[src/cachePkg.sv]
package cachePkg;

  // data word seen by the pipeline
  parameter int XLEN = 64;

  // one line is four beats of the memory port
  parameter int LINE_BEATS = 4;
  parameter int LINE_W = XLEN * LINE_BEATS;

  // byte offset bits inside a 32-byte line
  parameter int OFFSET_W = 5;

  parameter int ADDR_W = 32;

  // controller states
  // COMPARE checks the registered way outputs against the latched tag,
  // FILL writes the victim and then looks the same address up again
  typedef enum logic [2:0] {
    IDLE    = 3'd0,
    COMPARE = 3'd1,
    MISS    = 3'd2,
    REFILL  = 3'd3,
    FILL    = 3'd4
  } cacheState_e;

endpackage

[src/cacheCtrl.sv]
`timescale 1ns/1ns

module cacheCtrl import cachePkg::*; #(
  parameter int NUM_SETS = 64,
  localparam int IDX_W = $clog2(NUM_SETS),
  localparam int TAG_W = ADDR_W - OFFSET_W - IDX_W
) (
  input  logic              clk,
  input  logic              rst_n,
  // pipeline side
  input  logic              valid_i,
  input  logic [ADDR_W-1:0] addr_i,
  output logic              addrOk_o,
  output logic              dataOk_o,
  output logic [XLEN-1:0]   rdData_o,
  // registered way outputs
  input  logic [TAG_W-1:0]  way0Tag_i,
  input  logic              way0Valid_i,
  input  logic [LINE_W-1:0] way0Line_i,
  input  logic [TAG_W-1:0]  way1Tag_i,
  input  logic              way1Valid_i,
  input  logic [LINE_W-1:0] way1Line_i,
  // lookup and fill control to the ways
  output logic              lookupEn_o,
  output logic [IDX_W-1:0]  lookupIndex_o,
  output logic              fill0En_o,
  output logic              fill1En_o,
  output logic [IDX_W-1:0]  fillIndex_o,
  output logic [TAG_W-1:0]  fillTag_o,
  output logic [LINE_W-1:0] fillLine_o,
  // refill unit
  output logic              refillStart_o,
  output logic [ADDR_W-1:0] refillAddr_o,
  input  logic              refillDone_i,
  input  logic [LINE_W-1:0] refillLine_i
);

  // low address bits that select a byte inside the data word
  localparam int WORD_LSB = $clog2(XLEN / 8);

  cacheState_e stateQ, stateD;

  logic [ADDR_W-1:0]   reqAddr;
  logic [TAG_W-1:0]    reqTag;
  logic [IDX_W-1:0]    reqIdx;
  logic [OFFSET_W-WORD_LSB-1:0] wordSel;

  logic                way0Hit, way1Hit, cacheHit;
  logic                compareEn;
  logic                victimWay, victimQ;
  logic                fillDoneQ;
  logic [NUM_SETS-1:0] lruQ;
  logic [LINE_W-1:0]   hitLine;

  assign reqTag  = reqAddr[ADDR_W-1 -: TAG_W];
  assign reqIdx  = reqAddr[OFFSET_W +: IDX_W];
  assign wordSel = reqAddr[OFFSET_W-1:WORD_LSB];

  assign compareEn = (stateQ == COMPARE);
  assign way0Hit   = compareEn && way0Valid_i && (way0Tag_i == reqTag);
  assign way1Hit   = compareEn && way1Valid_i && (way1Tag_i == reqTag);
  assign cacheHit  = way0Hit || way1Hit;

  // take a new request when idle or while the current one hits
  assign addrOk_o = valid_i && ((stateQ == IDLE) || cacheHit);
  assign dataOk_o = cacheHit;

  assign hitLine  = way0Hit ? way0Line_i : way1Line_i;
  assign rdData_o = hitLine[wordSel*XLEN +: XLEN];

  always_comb begin
    stateD = stateQ;
    case (stateQ)
      IDLE: begin
        if (valid_i) begin
          stateD = COMPARE;
        end
      end
      COMPARE: begin
        if (!cacheHit) begin
          stateD = MISS;
        end else if (!valid_i) begin
          stateD = IDLE;
        end
      end
      MISS: stateD = REFILL;
      REFILL: begin
        if (refillDone_i) begin
          stateD = FILL;
        end
      end
      // first cycle writes, second one looks up again
      FILL: begin
        if (fillDoneQ) begin
          stateD = COMPARE;
        end
      end
      default: stateD = IDLE;
    endcase
  end

  always_ff @(posedge clk or negedge rst_n) begin
    if (!rst_n) begin
      stateQ <= IDLE;
    end else begin
      stateQ <= stateD;
    end
  end

  always_ff @(posedge clk) begin
    if (addrOk_o) begin
      reqAddr <= addr_i;
    end
  end

  always_ff @(posedge clk or negedge rst_n) begin
    if (!rst_n) begin
      fillDoneQ <= 1'b0;
    end else if (stateQ == FILL) begin
      fillDoneQ <= ~fillDoneQ;
    end else begin
      fillDoneQ <= 1'b0;
    end
  end

  // an empty way wins, way 0 first, else the LRU way
  assign victimWay = !way0Valid_i ? 1'b0 :
                     !way1Valid_i ? 1'b1 : lruQ[reqIdx];

  // lruQ names the less recently used way of each set
  always_ff @(posedge clk or negedge rst_n) begin
    if (!rst_n) begin
      victimQ <= 1'b0;
      lruQ    <= '0;
    end else begin
      if (compareEn && !cacheHit) begin
        victimQ <= victimWay;
      end
      if (cacheHit) begin
        lruQ[reqIdx] <= way0Hit;
      end else if (fill0En_o || fill1En_o) begin
        lruQ[reqIdx] <= ~victimQ;
      end
    end
  end

  assign lookupEn_o    = addrOk_o || ((stateQ == FILL) && fillDoneQ);
  assign lookupIndex_o = (stateQ == FILL) ? reqIdx : addr_i[OFFSET_W +: IDX_W];

  assign fill0En_o   = (stateQ == FILL) && !fillDoneQ && !victimQ;
  assign fill1En_o   = (stateQ == FILL) && !fillDoneQ && victimQ;
  assign fillIndex_o = reqIdx;
  assign fillTag_o   = reqTag;
  assign fillLine_o  = refillLine_i;

  assign refillStart_o = (stateQ == MISS);
  assign refillAddr_o  = {reqTag, reqIdx, {OFFSET_W{1'b0}}};

  // a line lives in at most one way, so two hits mean a broken fill
  assert property (@(posedge clk) disable iff (!rst_n) !(way0Hit && way1Hit))
    else $error("cacheCtrl: both ways hit");

endmodule

[config.mk]
export PLATFORM = sky130hd
export DESIGN_NAME = cacheCtrl
export DESIGN_NICKNAME = d
export VERILOG_FILES = /design/src/cachePkg.sv /design/src/cacheCtrl.sv
export SDC_FILE = /design/constraint.sdc
export NUM_CORES = 1
export LEC_CHECK = 0
export ABC_AREA = 1
export BUFFER_PORTS_ARGS = -buffer_cell sky130_fd_sc_hd__buf_2
export CORE_AREA = 2 2 488 490
export CTS_BUF_LIST = sky130_fd_sc_hd__clkbuf_8 sky130_fd_sc_hd__clkbuf_16
export DETAILED_ROUTE_END_ITERATION = 16
export DIE_AREA = 0 0 490 492
export PLACE_DENSITY_LB_ADDON = 0.08
export SLEW_MARGIN = 20
export SYNTH_ARGS = -nofsm -noshare
export SYNTH_HDL_FRONTEND = slang
export SYNTH_SLANG_ARGS = --single-unit
[constraint.sdc]
create_clock -name clk -period 6.3 [get_ports clk]
set_input_delay 1.26 -clock clk [delete_from_list [all_inputs] [get_ports clk]]
set_output_delay 1.26 -clock clk [all_outputs]
set_load 0.01 [all_outputs]
==> run_results.csv <==
group,metric,value,unit
power_and_ir_drop,irDropWorstVdd,109.9,uV
detailed_routing,highest_layer,"met5",
detailed_routing,met1_length,72.29,mm
clock_network,cts_resized,0,
finish,layout-drive-gt1-share,22.33,%
clock_network,root_buffer,"clkbuf_16",
finish,utilization,9.621,%
finish,fillers,28500,
timing,slew_violations,0,
finish,area_growth,28.81,%
finish,nets,4466,
detailed_routing,final_antenna_net_count,0,
detailed_routing,drc,0,
detailed_routing,dr_total_vias,22670,
placement,gp_congestion,0.8156,
detailed_routing,wl_met3,19.58,mm
synth,synth-xor-area-share,0.1489,%
detailed_routing,first_pass_iters,5,
detailed_routing,routedWlPerCell,27.31,um
worst_setup_path,end_kind,"output port",
timing,worstMarginPinSlew,0.9410,ns
global_route,grt_pass1_wl,238.5,mm
worst_setup_path,crit_arrival,4.32,ns
floorplan,pin_count,1239,
clock_network,cts_inserted_buffers,9,
clock_network,path_clk_slew,0.10,ns
timing,setup_viol,0,
floorplan,die-area,241100,sq um
synth,synthTopCellsByArea,"nand2_1, inv_1, buf_4, nand4_1, dfrtp_1",
global_route,grt_pass1_vias,23080,
detailed_routing,via_per_inst,3.323,
floorplan,rows,179,
timing,period_share,88.60,%
synth,yosysTopAreaCellShare,23.46,%
placement,io_buffers,718,
placement,dp_hpwl,157.0,mm
timing,worst_clock_skew,0.03011,ns
floorplan,dieHeight,492,um
synth,yosys.area_share.adder,0,%
placement,post_dp_cell_area,22340,sq um
timing,tns,0,ns
timing,fmax,179.2,MHz
synth,synth_area_leader_cell,"nand2_1",
synth,yosysMostFrequentCell,"nand2_1",
finish,final-seq-area,2597,sq um
synth,yosys-top-cells-count,"nand2_1, inv_1, buf_4",
timing,period_needed,5.582,ns
synth,async_flop_share,70.41,%
detailed_routing,drt-total-wl,186.3,mm
synth,synthMuxAreaShare,0,%
finish,multiInputGateArea,9211,sq um
worst_setup_path,crit_type,"in2out",
timing,rsz0062_at_grt,"no",
clock_network,htreeDepth,3,
timing,slew_headroom,37.26,%
global_route,grt_antenna_before_repair,192,
timing,finalHoldViolCount,0,
clock_network,clk_latency,0.45,ns
finish,final_area,22730,sq um
detailed_routing,dr_wl_met2,88.18,mm
synth,synth-seq-area-share,14.72,%
synth,ys.flop_type,"dfrtp_1",
clock_network,cts_tree,"yes",
worst_setup_path,critPathLaunchType,"input port",
status,outcome,"finished, final reports clean",
clock_network,post_cts_buffers,0,
global_route,grt_overflow,0,
timing,fin_hold_ws,0.4834,ns
clock_network,cts_sinks,98,
synth,syn_area_per_cell,5.248,sq um
floorplan,start_util,7.469,%
synth,syn-instance-count,3363,
synth,synth_compound_area_share,1.801,%
floorplan,coreArea,236300,sq um
floorplan,die_w,490,um
synth,ys_types,30,
synth,synth_top_family_by_area,"simple AND/OR/NAND/NOR gates",
flow_run,maxCapViolations,0,
synth,ys_seq_elements,98,
global_route,grt_max_degree,97,
synth,synth-simple-area-share,50.01,%
clock_network,ctsHoldBuffers,0,
power_and_ir_drop,p_leak,0.01298,uW
min_path,hold_path_class,"reg2reg",
worst_setup_path,worstPathMaxFanout,72,
synth,yosysWarnings,0,
clock_network,cts-root-to-sink-buffers,2,
synth,netlist_area,17650,sq um
power_and_ir_drop,p_per_area,158.7,nW/um^2
global_route,track_usage,14.97,%
worst_setup_path,cp_data_required_time,5.04,ns
detailed_routing,initialDrtViolationCount,1447,
synth,synth_edf_count,29,
==> metal layers <==
layer  vias up  global-route usage [%]
li1      10580                       -
met1     10500                   17.02
met2      1043                   25.72
met3       450                   6.567
met4        92                   3.096
met5         -                  0.1786
==> flip-flops by register name (all words and copies together), names as in the netlist <==
signal / flops
lruQ: 64
reqAddr: 29
stateQ: 3
fillDoneQ: 1
victimQ: 1
==> worst paths after layout <==
kind                                            start                    to  slack [ns]  cells past startpoint
worst min-delay path             lruQ[20]$_DFFE_PN0P_  lruQ[20]$_DFFE_PN0P_        0.48                      2
max in group asynchronous                       rst_n  lruQ[11]$_DFFE_PN0P_        4.31                      3
worst max-delay path                    way0Tag_i[11]          rdData_o[10]        0.72                     15
worst max register to register  reqAddr[12]$_DFFE_PP_  reqAddr[9]$_DFFE_PP_        2.41                     11
worst min register to register   lruQ[20]$_DFFE_PN0P_  lruQ[20]$_DFFE_PN0P_        0.48                      2
min in group asynchronous                       rst_n  lruQ[20]$_DFFE_PN0P_        0.90                      2
==> cells by family (layout without fill, tap and decap cells) <==
logic type	after synthesis	in the layout
other	1	36
buffers and inverters	1191	1447
XOR/XNOR	3	3
flip-flops	98	98
AND/OR/NAND/NOR	2009	2009
AO/OA/AOI/OAI	61	61
==> critical path: stages <==
cell	delay, ns
buf_2	0.10
inv_1	0.04
nand2_1	0.10
nand2_1	0.10
nor2_1	0.11
nand2_1	0.11
nor2_4	0.15
buf_4	0.51
buf_4	0.79
nand4_1	0.23
nand3_1	0.13
nand2_1	0.20
nand2_1	0.11
nand2_1	0.07
buf_2	0.16
==> layout by cell type, fill, tap and decap left out, drive strengths merged, types with 4 or more instances in the layout <==
cell type,synthesis,final
dfrtp,69,69
edfxtp,29,29
buf,452,770
clkinv,1,4
a21oi,25,25
nand3,318,318
o21ai,31,31
nor2,218,218
nand4,307,307
diode,0,31
nand2,1104,1104
nor3,58,58
clkbuf,78,9
conb,1,5
inv,660,663
==> report_power, final <==
part,internal [uW],switching [uW]
Clock,317,381
Sequential,738,115
Combinational,563,1490
Total,1620,1990
==> through the flow <==
stage                     std cells  total power, uW  setup WS, ns
after floorplan                3367             2043         2.100
after global placement         6774             3038        0.6842
after detailed placement       6774             3028        0.7023
after CTS                      6790             3773        0.6944
after global routing           6792             3914        0.4308
final                          6821             3607        0.7181
==> area by class of cell <==
cell class / instances / share of cell area [%]
Inverter: 661 / 10.95
Multi-Input combinational cell: 2078 / 40.52
Sequential cell: 98 / 11.43
Antenna cell: 31 / 0.3413
Clock inverter: 7 / 0.3743
Clock buffer: 9 / 0.9908
Tap cell: 3167 / 17.43
Timing Repair Buffer: 770 / 17.97
No activity file was read; power rests on OpenSTA's default activity.
