==> config.mk <==
export PLATFORM = sky130hd
export DESIGN_NAME = lineRefill
export DESIGN_NICKNAME = d
export VERILOG_FILES = /design/src/cachePkg.sv /design/src/lineRefill.sv
export SDC_FILE = /design/constraint.sdc
export NUM_CORES = 1
export LEC_CHECK = 0
export BUFFER_PORTS_ARGS = -buffer_cell sky130_fd_sc_hd__buf_2
export CAP_MARGIN = 20
export CORE_UTILIZATION = 50
export DETAILED_ROUTE_END_ITERATION = 16
export HOLD_SLACK_MARGIN = 0.08
export PLACE_DENSITY_LB_ADDON = 0.1
export SLEW_MARGIN = 25
export SYNTH_ARGS = -nofsm -noshare
export SYNTH_HDL_FRONTEND = slang
export SYNTH_SLANG_ARGS = --single-unit
==> constraint.sdc <==
create_clock -name clk -period 3.5 [get_ports clk]
set_input_delay 0.525 -clock clk [delete_from_list [all_inputs] [get_ports clk]]
set_output_delay 0.525 -clock clk [all_outputs]
set_load 0.005 [all_outputs]
==> src/cachePkg.sv <==
package cachePkg;

  // data word seen by the pipeline
  parameter int XLEN = 64;

  // one line is four beats of the memory port
  parameter int LINE_BEATS = 4;
  parameter int LINE_W = XLEN * LINE_BEATS;

  // byte offset bits inside a 32-byte line
  parameter int OFFSET_W = 5;

  parameter int ADDR_W = 32;

  // controller states
  // COMPARE checks the registered way outputs against the latched tag,
  // FILL writes the victim and then looks the same address up again
  typedef enum logic [2:0] {
    IDLE    = 3'd0,
    COMPARE = 3'd1,
    MISS    = 3'd2,
    REFILL  = 3'd3,
    FILL    = 3'd4
  } cacheState_e;

endpackage

==> src/lineRefill.sv <==
`timescale 1ns/1ns

module lineRefill import cachePkg::*; (
  input  logic              clk,
  input  logic              rst_n,
  // request from the controller
  input  logic              refillStart_i,
  input  logic [ADDR_W-1:0] refillAddr_i,
  // beat-serial memory port
  input  logic              memRdBeat_i,
  input  logic              memRdLast_i,
  input  logic [XLEN-1:0]   memRdData_i,
  output logic              memRdValid_o,
  output logic [ADDR_W-1:0] memAddr_o,
  // assembled line back to the controller
  output logic              refillDone_o,
  output logic [LINE_W-1:0] refillLine_o
);

  localparam int BEAT_W = $clog2(LINE_BEATS);
  localparam logic [BEAT_W-1:0] LAST_BEAT = BEAT_W'(LINE_BEATS - 1);

  logic [BEAT_W-1:0] beatCnt;
  logic [LINE_W-1:0] lineQ;
  logic              beatTake;

  assign beatTake = memRdBeat_i && memRdValid_o;

  // request stays up from start until the last beat
  always_ff @(posedge clk or negedge rst_n) begin
    if (!rst_n) begin
      memRdValid_o <= 1'b0;
      memAddr_o    <= '0;
      beatCnt      <= '0;
      refillDone_o <= 1'b0;
    end else begin
      refillDone_o <= 1'b0;
      if (refillStart_i) begin
        memRdValid_o <= 1'b1;
        memAddr_o    <= refillAddr_i;
        beatCnt      <= '0;
      end else if (beatTake) begin
        beatCnt <= beatCnt + 1'b1;
        if (memRdLast_i) begin
          memRdValid_o <= 1'b0;
          refillDone_o <= 1'b1;
        end
      end
    end
  end

  // beat n lands in bits n*64 and up
  always_ff @(posedge clk) begin
    if (beatTake) begin
      lineQ[beatCnt*XLEN +: XLEN] <= memRdData_i;
    end
  end

  // held until the next refill overwrites it
  assign refillLine_o = lineQ;

  assert property (@(posedge clk) disable iff (!rst_n) memRdBeat_i |-> memRdValid_o)
    else $error("lineRefill: beat without an open request");

  // last strobe must line up with the fourth counted beat
  assert property (@(posedge clk) disable iff (!rst_n)
    memRdLast_i == (memRdBeat_i && beatCnt == LAST_BEAT))
    else $error("lineRefill: last strobe not on the fourth beat");

endmodule

==> results.md, run 1 <==
- Status: completed
- Total Nets Final: 1138
- Clk_lat worst skew: 530 ps
- CTS tree: done
- DIE WIDTH: 150 um
- Critical path required time: ~3900 ps
- Ports: a little under 400
- Number of synthesis warnings: 0
- DRC: 0
- Fmax: roughly 0.41 GHz
- Multi-input logic area: 2230 um^2
- FP Rows: 53
- Crit path kind: reg2reg
- Starting Density: about half
- Slowest-stage cell, CP: and4bb_2
- First-pass GRT wire length: 40200 um
- Leakage: 6.46 nW
- Die area: ~23000 um^2
- CP endpoint kind: flip-flop
- Yosys reg bits: 292
- Clock transition at path regs: ~60 ps
- Worst R2R End: refillLine_o[48]
- Largest net degree at the start of global routing: 118
- CTS Sinks: 292
- CP bufs+invs: 2
- Fin crit share: 69.3%
- Total track usage: 24.0%
- Synthesized area: 11000 um^2
- Power density over cell area: 535 nW/um^2
- Startpoint Class: flip-flop
- Hold-fix buffers, CTS: 0
- Max_cap viols: 0
- RSZ-0062 raised after global routing: no
- Core box area: approximately 21000 um^2
- HPWL after DPL: 18000 um
- CTS Buf Count: 29
- Setup violators final: 0
- Setup Skew: 7.05 ps
- Peak VDD IR: between 0.4 and 0.5 mV
- Post-Route Setup TNS: 0 ps
- DR vias: ~6800
- Fillcell total: 1601
- Vias in the first global route: between 6000 and 7000
- WL per Instance: 20.8 um
- Via-to-Cell Ratio: 5.14
- Slowest stage delay, CP: between 700 and 800 ps
- Worst Tran Pin Value: 1010 ps
- Mapped Nets: approximately 760
- Layout cells sized above 1: 46.2%
- Root buffer cell: clkbuf_16
- Final hold slack: 90.6 ps
- DR pass1 iterations: 4
- Largest delay contributor family on the critical path: simple AND/OR/NAND/NOR gates
- Gr ovfl total: 0
- FF-to-FF setup slack: 1080 ps
- Initial antenna violation count: 2
- Seq/Total Area, Yosys: 78.1%
- Syn Inst Count: 649
- Netlist cell types: 24
- Storage element area: 8590 um^2
- Setup bufs post-CTS: 0
- Hold Crit Class: in2async
- Critical path, cell by cell: inv_1, ha_1, and4bb_2, buf_12, and2_1
- Port Buffers: 390
- Tmin final: 2420 ps
- Post-DRT Antenna Nets: 0
- R2r worst-path depth: 5
- Final Max Tran Viols: 0
- Final hold viol count: 0
- Crit path max fanout: 37
- DR iter-0 viols: 357
- Worst flop-to-flop path startpoint: beatCnt[0]
- Die H: around 150 um
- Slew headroom: 32.4%
- CTS resizes: 0
- Mapped Avg Cell Area: 17.0 um^2
- Worst Path Arrival: about 2800 ps
- Layout area overhead: 27.8%
- Final Wtd Congestion: 0.763
- H-tree depth: 1
- Clk buf depth: 3
- DRT Wirelength: 27600 um
synth_stat cells, drive strengths merged:
cell type  number  area share [%]
o31ai           1           0.068
nor2            2           0.068
and2b           1           0.068
and4bb          1            0.11
inv             2           0.068
nand2           1           0.034
nor2b           2            0.11
and3b           4            0.33
edfxtp        256              70
nand4b          1           0.080
nor4b           1            0.22
and2          129             7.5
a21o            1           0.068
clkbuf         36             1.5
and3          129             7.3
mux2           33             3.4
ha              5            0.57
dfrtp          36             8.2
buf             8            0.44
sequential cells by signal, indices dropped and copies added, names as in the netlist:
name          count
refillLine_o    256
beatCnt           2
refillDone_o      1
memAddr_o        32
memRdValid_o      1
logic make-up (layout without fill, tap and decap cells):
logic type	Yosys count	after routing	share of synthesized area (%)
AO/OA/AOI/OAI	2	2	0.137
adder cells (fa/ha/maj)	5	5	0.569
buffers and inverters	46	451	2.01
flip-flops	292	292	78.1
multiplexers	33	33	3.38
other	0	1	0
AND/OR/NAND/NOR	271	271	15.9
stage by stage:
stage | util, % | total power [mW] | cell area [um^2] | setup slack [ps] | instances
3_3_place_gp | 62.1 | 4.78 | 13200 | 1170 | 1276
2_1_floorplan | - | 4.42 | 11000 | 691 | 649
4_1_cts | 66.1 | 7.58 | 14100 | 1060 | 1329
6_report | 66.1 | 7.53 | 14100 | 1080 | 1330
5_1_grt | 66.1 | 7.79 | 14100 | 943 | 1329
3_5_place_dp | 62.1 | 4.80 | 13200 | 1100 | 1276
how the worst max path moves through the flow:
stage	slack, ps	cells past startpoint	end	start
2_1_floorplan	690	3	refillLine_o[0]	beatCnt[0]
3_3_place_gp	1170	5	refillLine_o[49]	beatCnt[0]
3_5_place_dp	1100	5	refillLine_o[48]	beatCnt[0]
4_1_cts	1060	5	refillLine_o[48]	beatCnt[0]
5_1_grt	940	5	refillLine_o[38]	beatCnt[0]
6_report	1080	5	refillLine_o[48]	beatCnt[0]
per-layer routing:
layer,part of all wire (%),global-route usage (%),vias up
li1,-,-,3138
met1,38,29.6,3332
met2,50,40.9,305
met3,8.3,6.18,61
met4,3.6,8.69,4
met5,0.080,0,-
cell type report:
type                       instances  area share [%]
clock buffer                      37            5.37
tap                              275            2.45
sequential                       292            61.1
clock inverter                    16           0.649
inverter                           2          0.0534
multi-input combinational        311            15.9
timing repair buffer             396            14.6
antenna                            1          0.0178
layout by cell type, fill, tap and decap left out, drive strengths merged:
master,instances
and3b,4
diode,1
buf,396
bufinv,1
ha,5
clkbuf,37
nand2,1
and3,129
nand4b,1
edfxtp,256
nor4b,1
a21o,1
o31ai,1
nor2b,2
nor2,2
inv,2
clkinv,15
and2b,1
and2,129
dfrtp,36
mux2,33
and4bb,1
power by group:
part / internal (mW) / total [mW] / switching [mW]
clock network: 1.58 / 2.81 / 1.22
logic: 0.279 / 0.695 / 0.416
registers: 3.97 / 4.02 / 0.0512
total: 5.83 / 7.53 / 1.69
No activity file was read; power rests on OpenSTA's default activity.
==> inputs of run 2 (changes only) <==
Settings changed: ABC_AREA set to 1, CORE_UTILIZATION 50 to 49.
Clock period 3.5 ns to 2.3 ns, I/O delays scaled along.
==> run 2 against run 1 <==
Effect of this change:
- maximum frequency increased by 28%
- first-iteration DRC count grew 19%
- clock skew rose by 3.2 ps
- synthesized area is 1.9% lower
- clock power grew 73%
- global-route usage up 1.8 points
- largest cell class unchanged
==> results.md, run 2 <==
- Crit path max fanout: 27 (-27%)
- Total track usage: 25.8% (+1.8 points)
- Total Nets Final: 1398 (+23%)
- Post-synth top area share: 71.2% (+1.3 points)
- Tmin final: 1890 ps (-536 ps)
- CTS Sinks: 292 (unchanged)
- Die area: 22600 um^2 (+0.15%)
- CTS Buf Count: 30 (+3.4%)
- Peak VDD IR: 0.686 mV (+63%)
- Mapped Nets: 962 (+27%)
- Ports: 391 (unchanged)
- Synth top cells by count: nor2_1, edfxtp_1, nand2_1
- Crit path kind: reg2reg
- Fmax: 0.530 GHz (+28%)
- DIE WIDTH: 150 um (about the same)
- Startpoint Class: flip-flop
- FP Rows: 53 (unchanged)
- Critical path required time: 2580 ps (-1310 ps)
- DR iter-0 viols: 424 (+19%)
- Synthesized area: 10800 um^2 (-1.9%)
- Post-Route Setup TNS: 0 ps (unchanged)
- Async SR Flop Fraction: 12.3% (unchanged)
- Final Max Tran Viols: 0 (unchanged)
- R2r worst-path depth: 7 (+2)
- Max_cap viols: 0 (unchanged)
- Vias in the first global route: 7725 (+14%)
- Netlist cell types: 12 (-50%)
- Layout area overhead: 34.9%
- RSZ-0062 raised after global routing: no
- Initial antenna violation count: 0 (-2)
- Commonest non-fill, non-tap cell in the layout: buf_2
- CTS resizes: 0 (unchanged)
- Starting Density: 50.7% (-0.96 points)
- Die H: 150 um (about the same)
- Fillcell total: 1585 (-1.0%)
- Post-DRT Antenna Nets: 0 (unchanged)
- Highest-count cells in the layout ignoring fill and taps: buf_2, nor2_1, edfxtp_1
- N_diodes: 0 (-1)
- DR vias: 7936 (+16%)
- WL per Instance: 18.6 um (-10%)
- DRC: 0 (unchanged)
- DR pass1 iterations: 5 (+1)
- DRT Wirelength: 29600 um (+7.3%)
- Leakage: 6.46 nW (-0.11%)
- Syn Inst Count: 856 (+32%)
- Ys flop type: edfxtp_1
- CTS tree: done
- Slew headroom: 47.2% (+15 points)
- Gr ovfl total: 0 (unchanged)
- Hold Path Depth: 3
- Most common cell in the synthesized netlist: nor2_1
- Number of synthesis warnings: 0 (unchanged)
- Synth area leaders: edfxtp_1, nor2_1, dfrtp_1
- Final Power: 12.6 mW (+67%)
- Fin crit share: 82.1% (+13 points)
- Seq/Total Area, Yosys: 79.5% (+1.5 points)
- Worst Tran Pin Value: 792 ps (-222 ps)
- Final hold viol count: 0 (unchanged)
- Clock transition at path regs: 60 ps (about the same)
- Clk_lat worst skew: 540 ps (about the same)
- Max reg flops: 256 (unchanged)
- Mapped Avg Cell Area: 12.6 um^2 (-26%)
- Port Buffers: 390 (unchanged)
- CP endpoint kind: flip-flop
- Core box area: 21300 um^2 (unchanged)
- Setup bufs post-CTS: 0 (unchanged)
- Final Wtd Congestion: 0.787 (+3.2%)
- Yosys reg bits: 292 (unchanged)
- Worst Path Arrival: 2160 ps (-660 ps)
- Layout cells sized above 1: 35.7% (-10 points)
- Hold Crit Class: in2reg
- Power density over cell area: 863 nW/um^2 (+61%)
- First-pass GRT wire length: 43200 um (+7.4%)
- Post-synth EDFFs: 256 (unchanged)
- Status: completed
- Largest net degree at the start of global routing: 65 (-45%)
- Synth area leader: edfxtp_1
- Setup violators final: 0 (unchanged)
- Via-to-Cell Ratio: 4.99 (-3.0%)
- H-tree depth: 1 (unchanged)
- HPWL after DPL: 19700 um (+9.2%)
- Setup Skew: 10.3 ps (+3.23 ps)
- Clk buf depth: 3 (unchanged)
- Root buffer cell: clkbuf_16
==> run 2: cell types whose count changed in the layout (fill, tap and decap cells not counted), moves of 5 or more <==
| cell | before | now |
|---|---|---|
| inv_1 | 2 | 10 |
| nor2_1 | 1 | 260 |
| nand2_1 | 1 | 231 |
| dlygate4sd3_1 | 0 | 35 |
| and3_1 | 125 | 0 |
| and2_1 | 115 | 0 |
| buf_4 | 2 | 13 |
| buf_12 | 4 | 9 |
| and2_2 | 14 | 0 |
| clkinv_1 | 11 | 2 |
| mux2_2 | 33 | 0 |
==> run 2: metrics by stage <==
stage | cell area, um^2 | instances | hold WS [ps] | worst slack, ps | utilization (%)
2_1_floorplan | 10800 | 856 | 49.4 | -455 | -
3_3_place_gp | 13200 | 1500 | 450 | 482 | 62.1
3_5_place_dp | 13200 | 1500 | 453 | 419 | 62.1
4_1_cts | 14600 | 1591 | 98.1 | 401 | 68.5
5_1_grt | 14600 | 1591 | 105 | 304 | 68.5
6_report | 14600 | 1591 | 114 | 412 | 68.5
==> run 2: final cells by class <==
class | count | area (um^2) | area share (%)
inverter | 12 | 45.0 | 0.309
clock inverter | 11 | 109 | 0.747
clock buffer | 45 | 893 | 6.13
multi-input combinational | 509 | 2010 | 13.8
timing repair buffer | 447 | 2580 | 17.7
sequential | 292 | 8590 | 58.9
tap | 275 | 344 | 2.36
==> run 2: kinds of logic after synthesis <==
| group | synth area share [%] |
|---|---|
| simple gates | 17.6 |
| flops | 79.5 |
| buf+inv | 2.27 |
| fa+ha+maj | 0.579 |
==> run 2: final timing paths <==
kind | to | slack [ps] | start
setup / recovery | refillLine_o[156] | 410 | beatCnt[0]
hold / removal | refillLine_o[29] | 110 | memRdData_i[29]
setup reg to reg | refillLine_o[156] | 410 | beatCnt[0]
hold reg to reg | memAddr_o[29] | 470 | memAddr_o[29]
max in group asynchronous | memAddr_o[4] | 1350 | rst_n
min in group asynchronous | memAddr_o[17] | 450 | rst_n
==> run 2: report_power, final <==
part	total (mW)	internal (mW)	switching, mW
sequential	6.17	6.09	0.0822
combinational	1.56	0.515	1.05
clock	4.85	2.90	1.95
total	12.6	9.51	3.08
==> run 2: what timing repair did <==
| item | in CTS | in global routing |
|---|---|---|
| hold endpoints to repair | 70 | 0 |
| endpoints found under the setup margin | 0 | 0 |
| hold buffers | 35 | 0 |
==> run 2: routing by layer <==
| layer | part of all wire (%) | track usage, % | up-vias |
|---|---|---|---|
| met1 | 37 | 31.8 | 3774 |
| li1 | - | - | 3692 |
| met2 | 50 | 43.1 | 401 |
| met4 | 4.0 | 11.0 | 0 |
| met5 | 0 | 0 | - |
| met3 | 9.5 | 6.52 | 69 |
==> run 2: worst max-delay path: stages (launching register included) <==
cell     delay [ps]
dfrtp_1         370
inv_1           200
ha_1            320
inv_1           120
nor2_2           70
nand2_2          90
buf_4           340
nor2_1          100
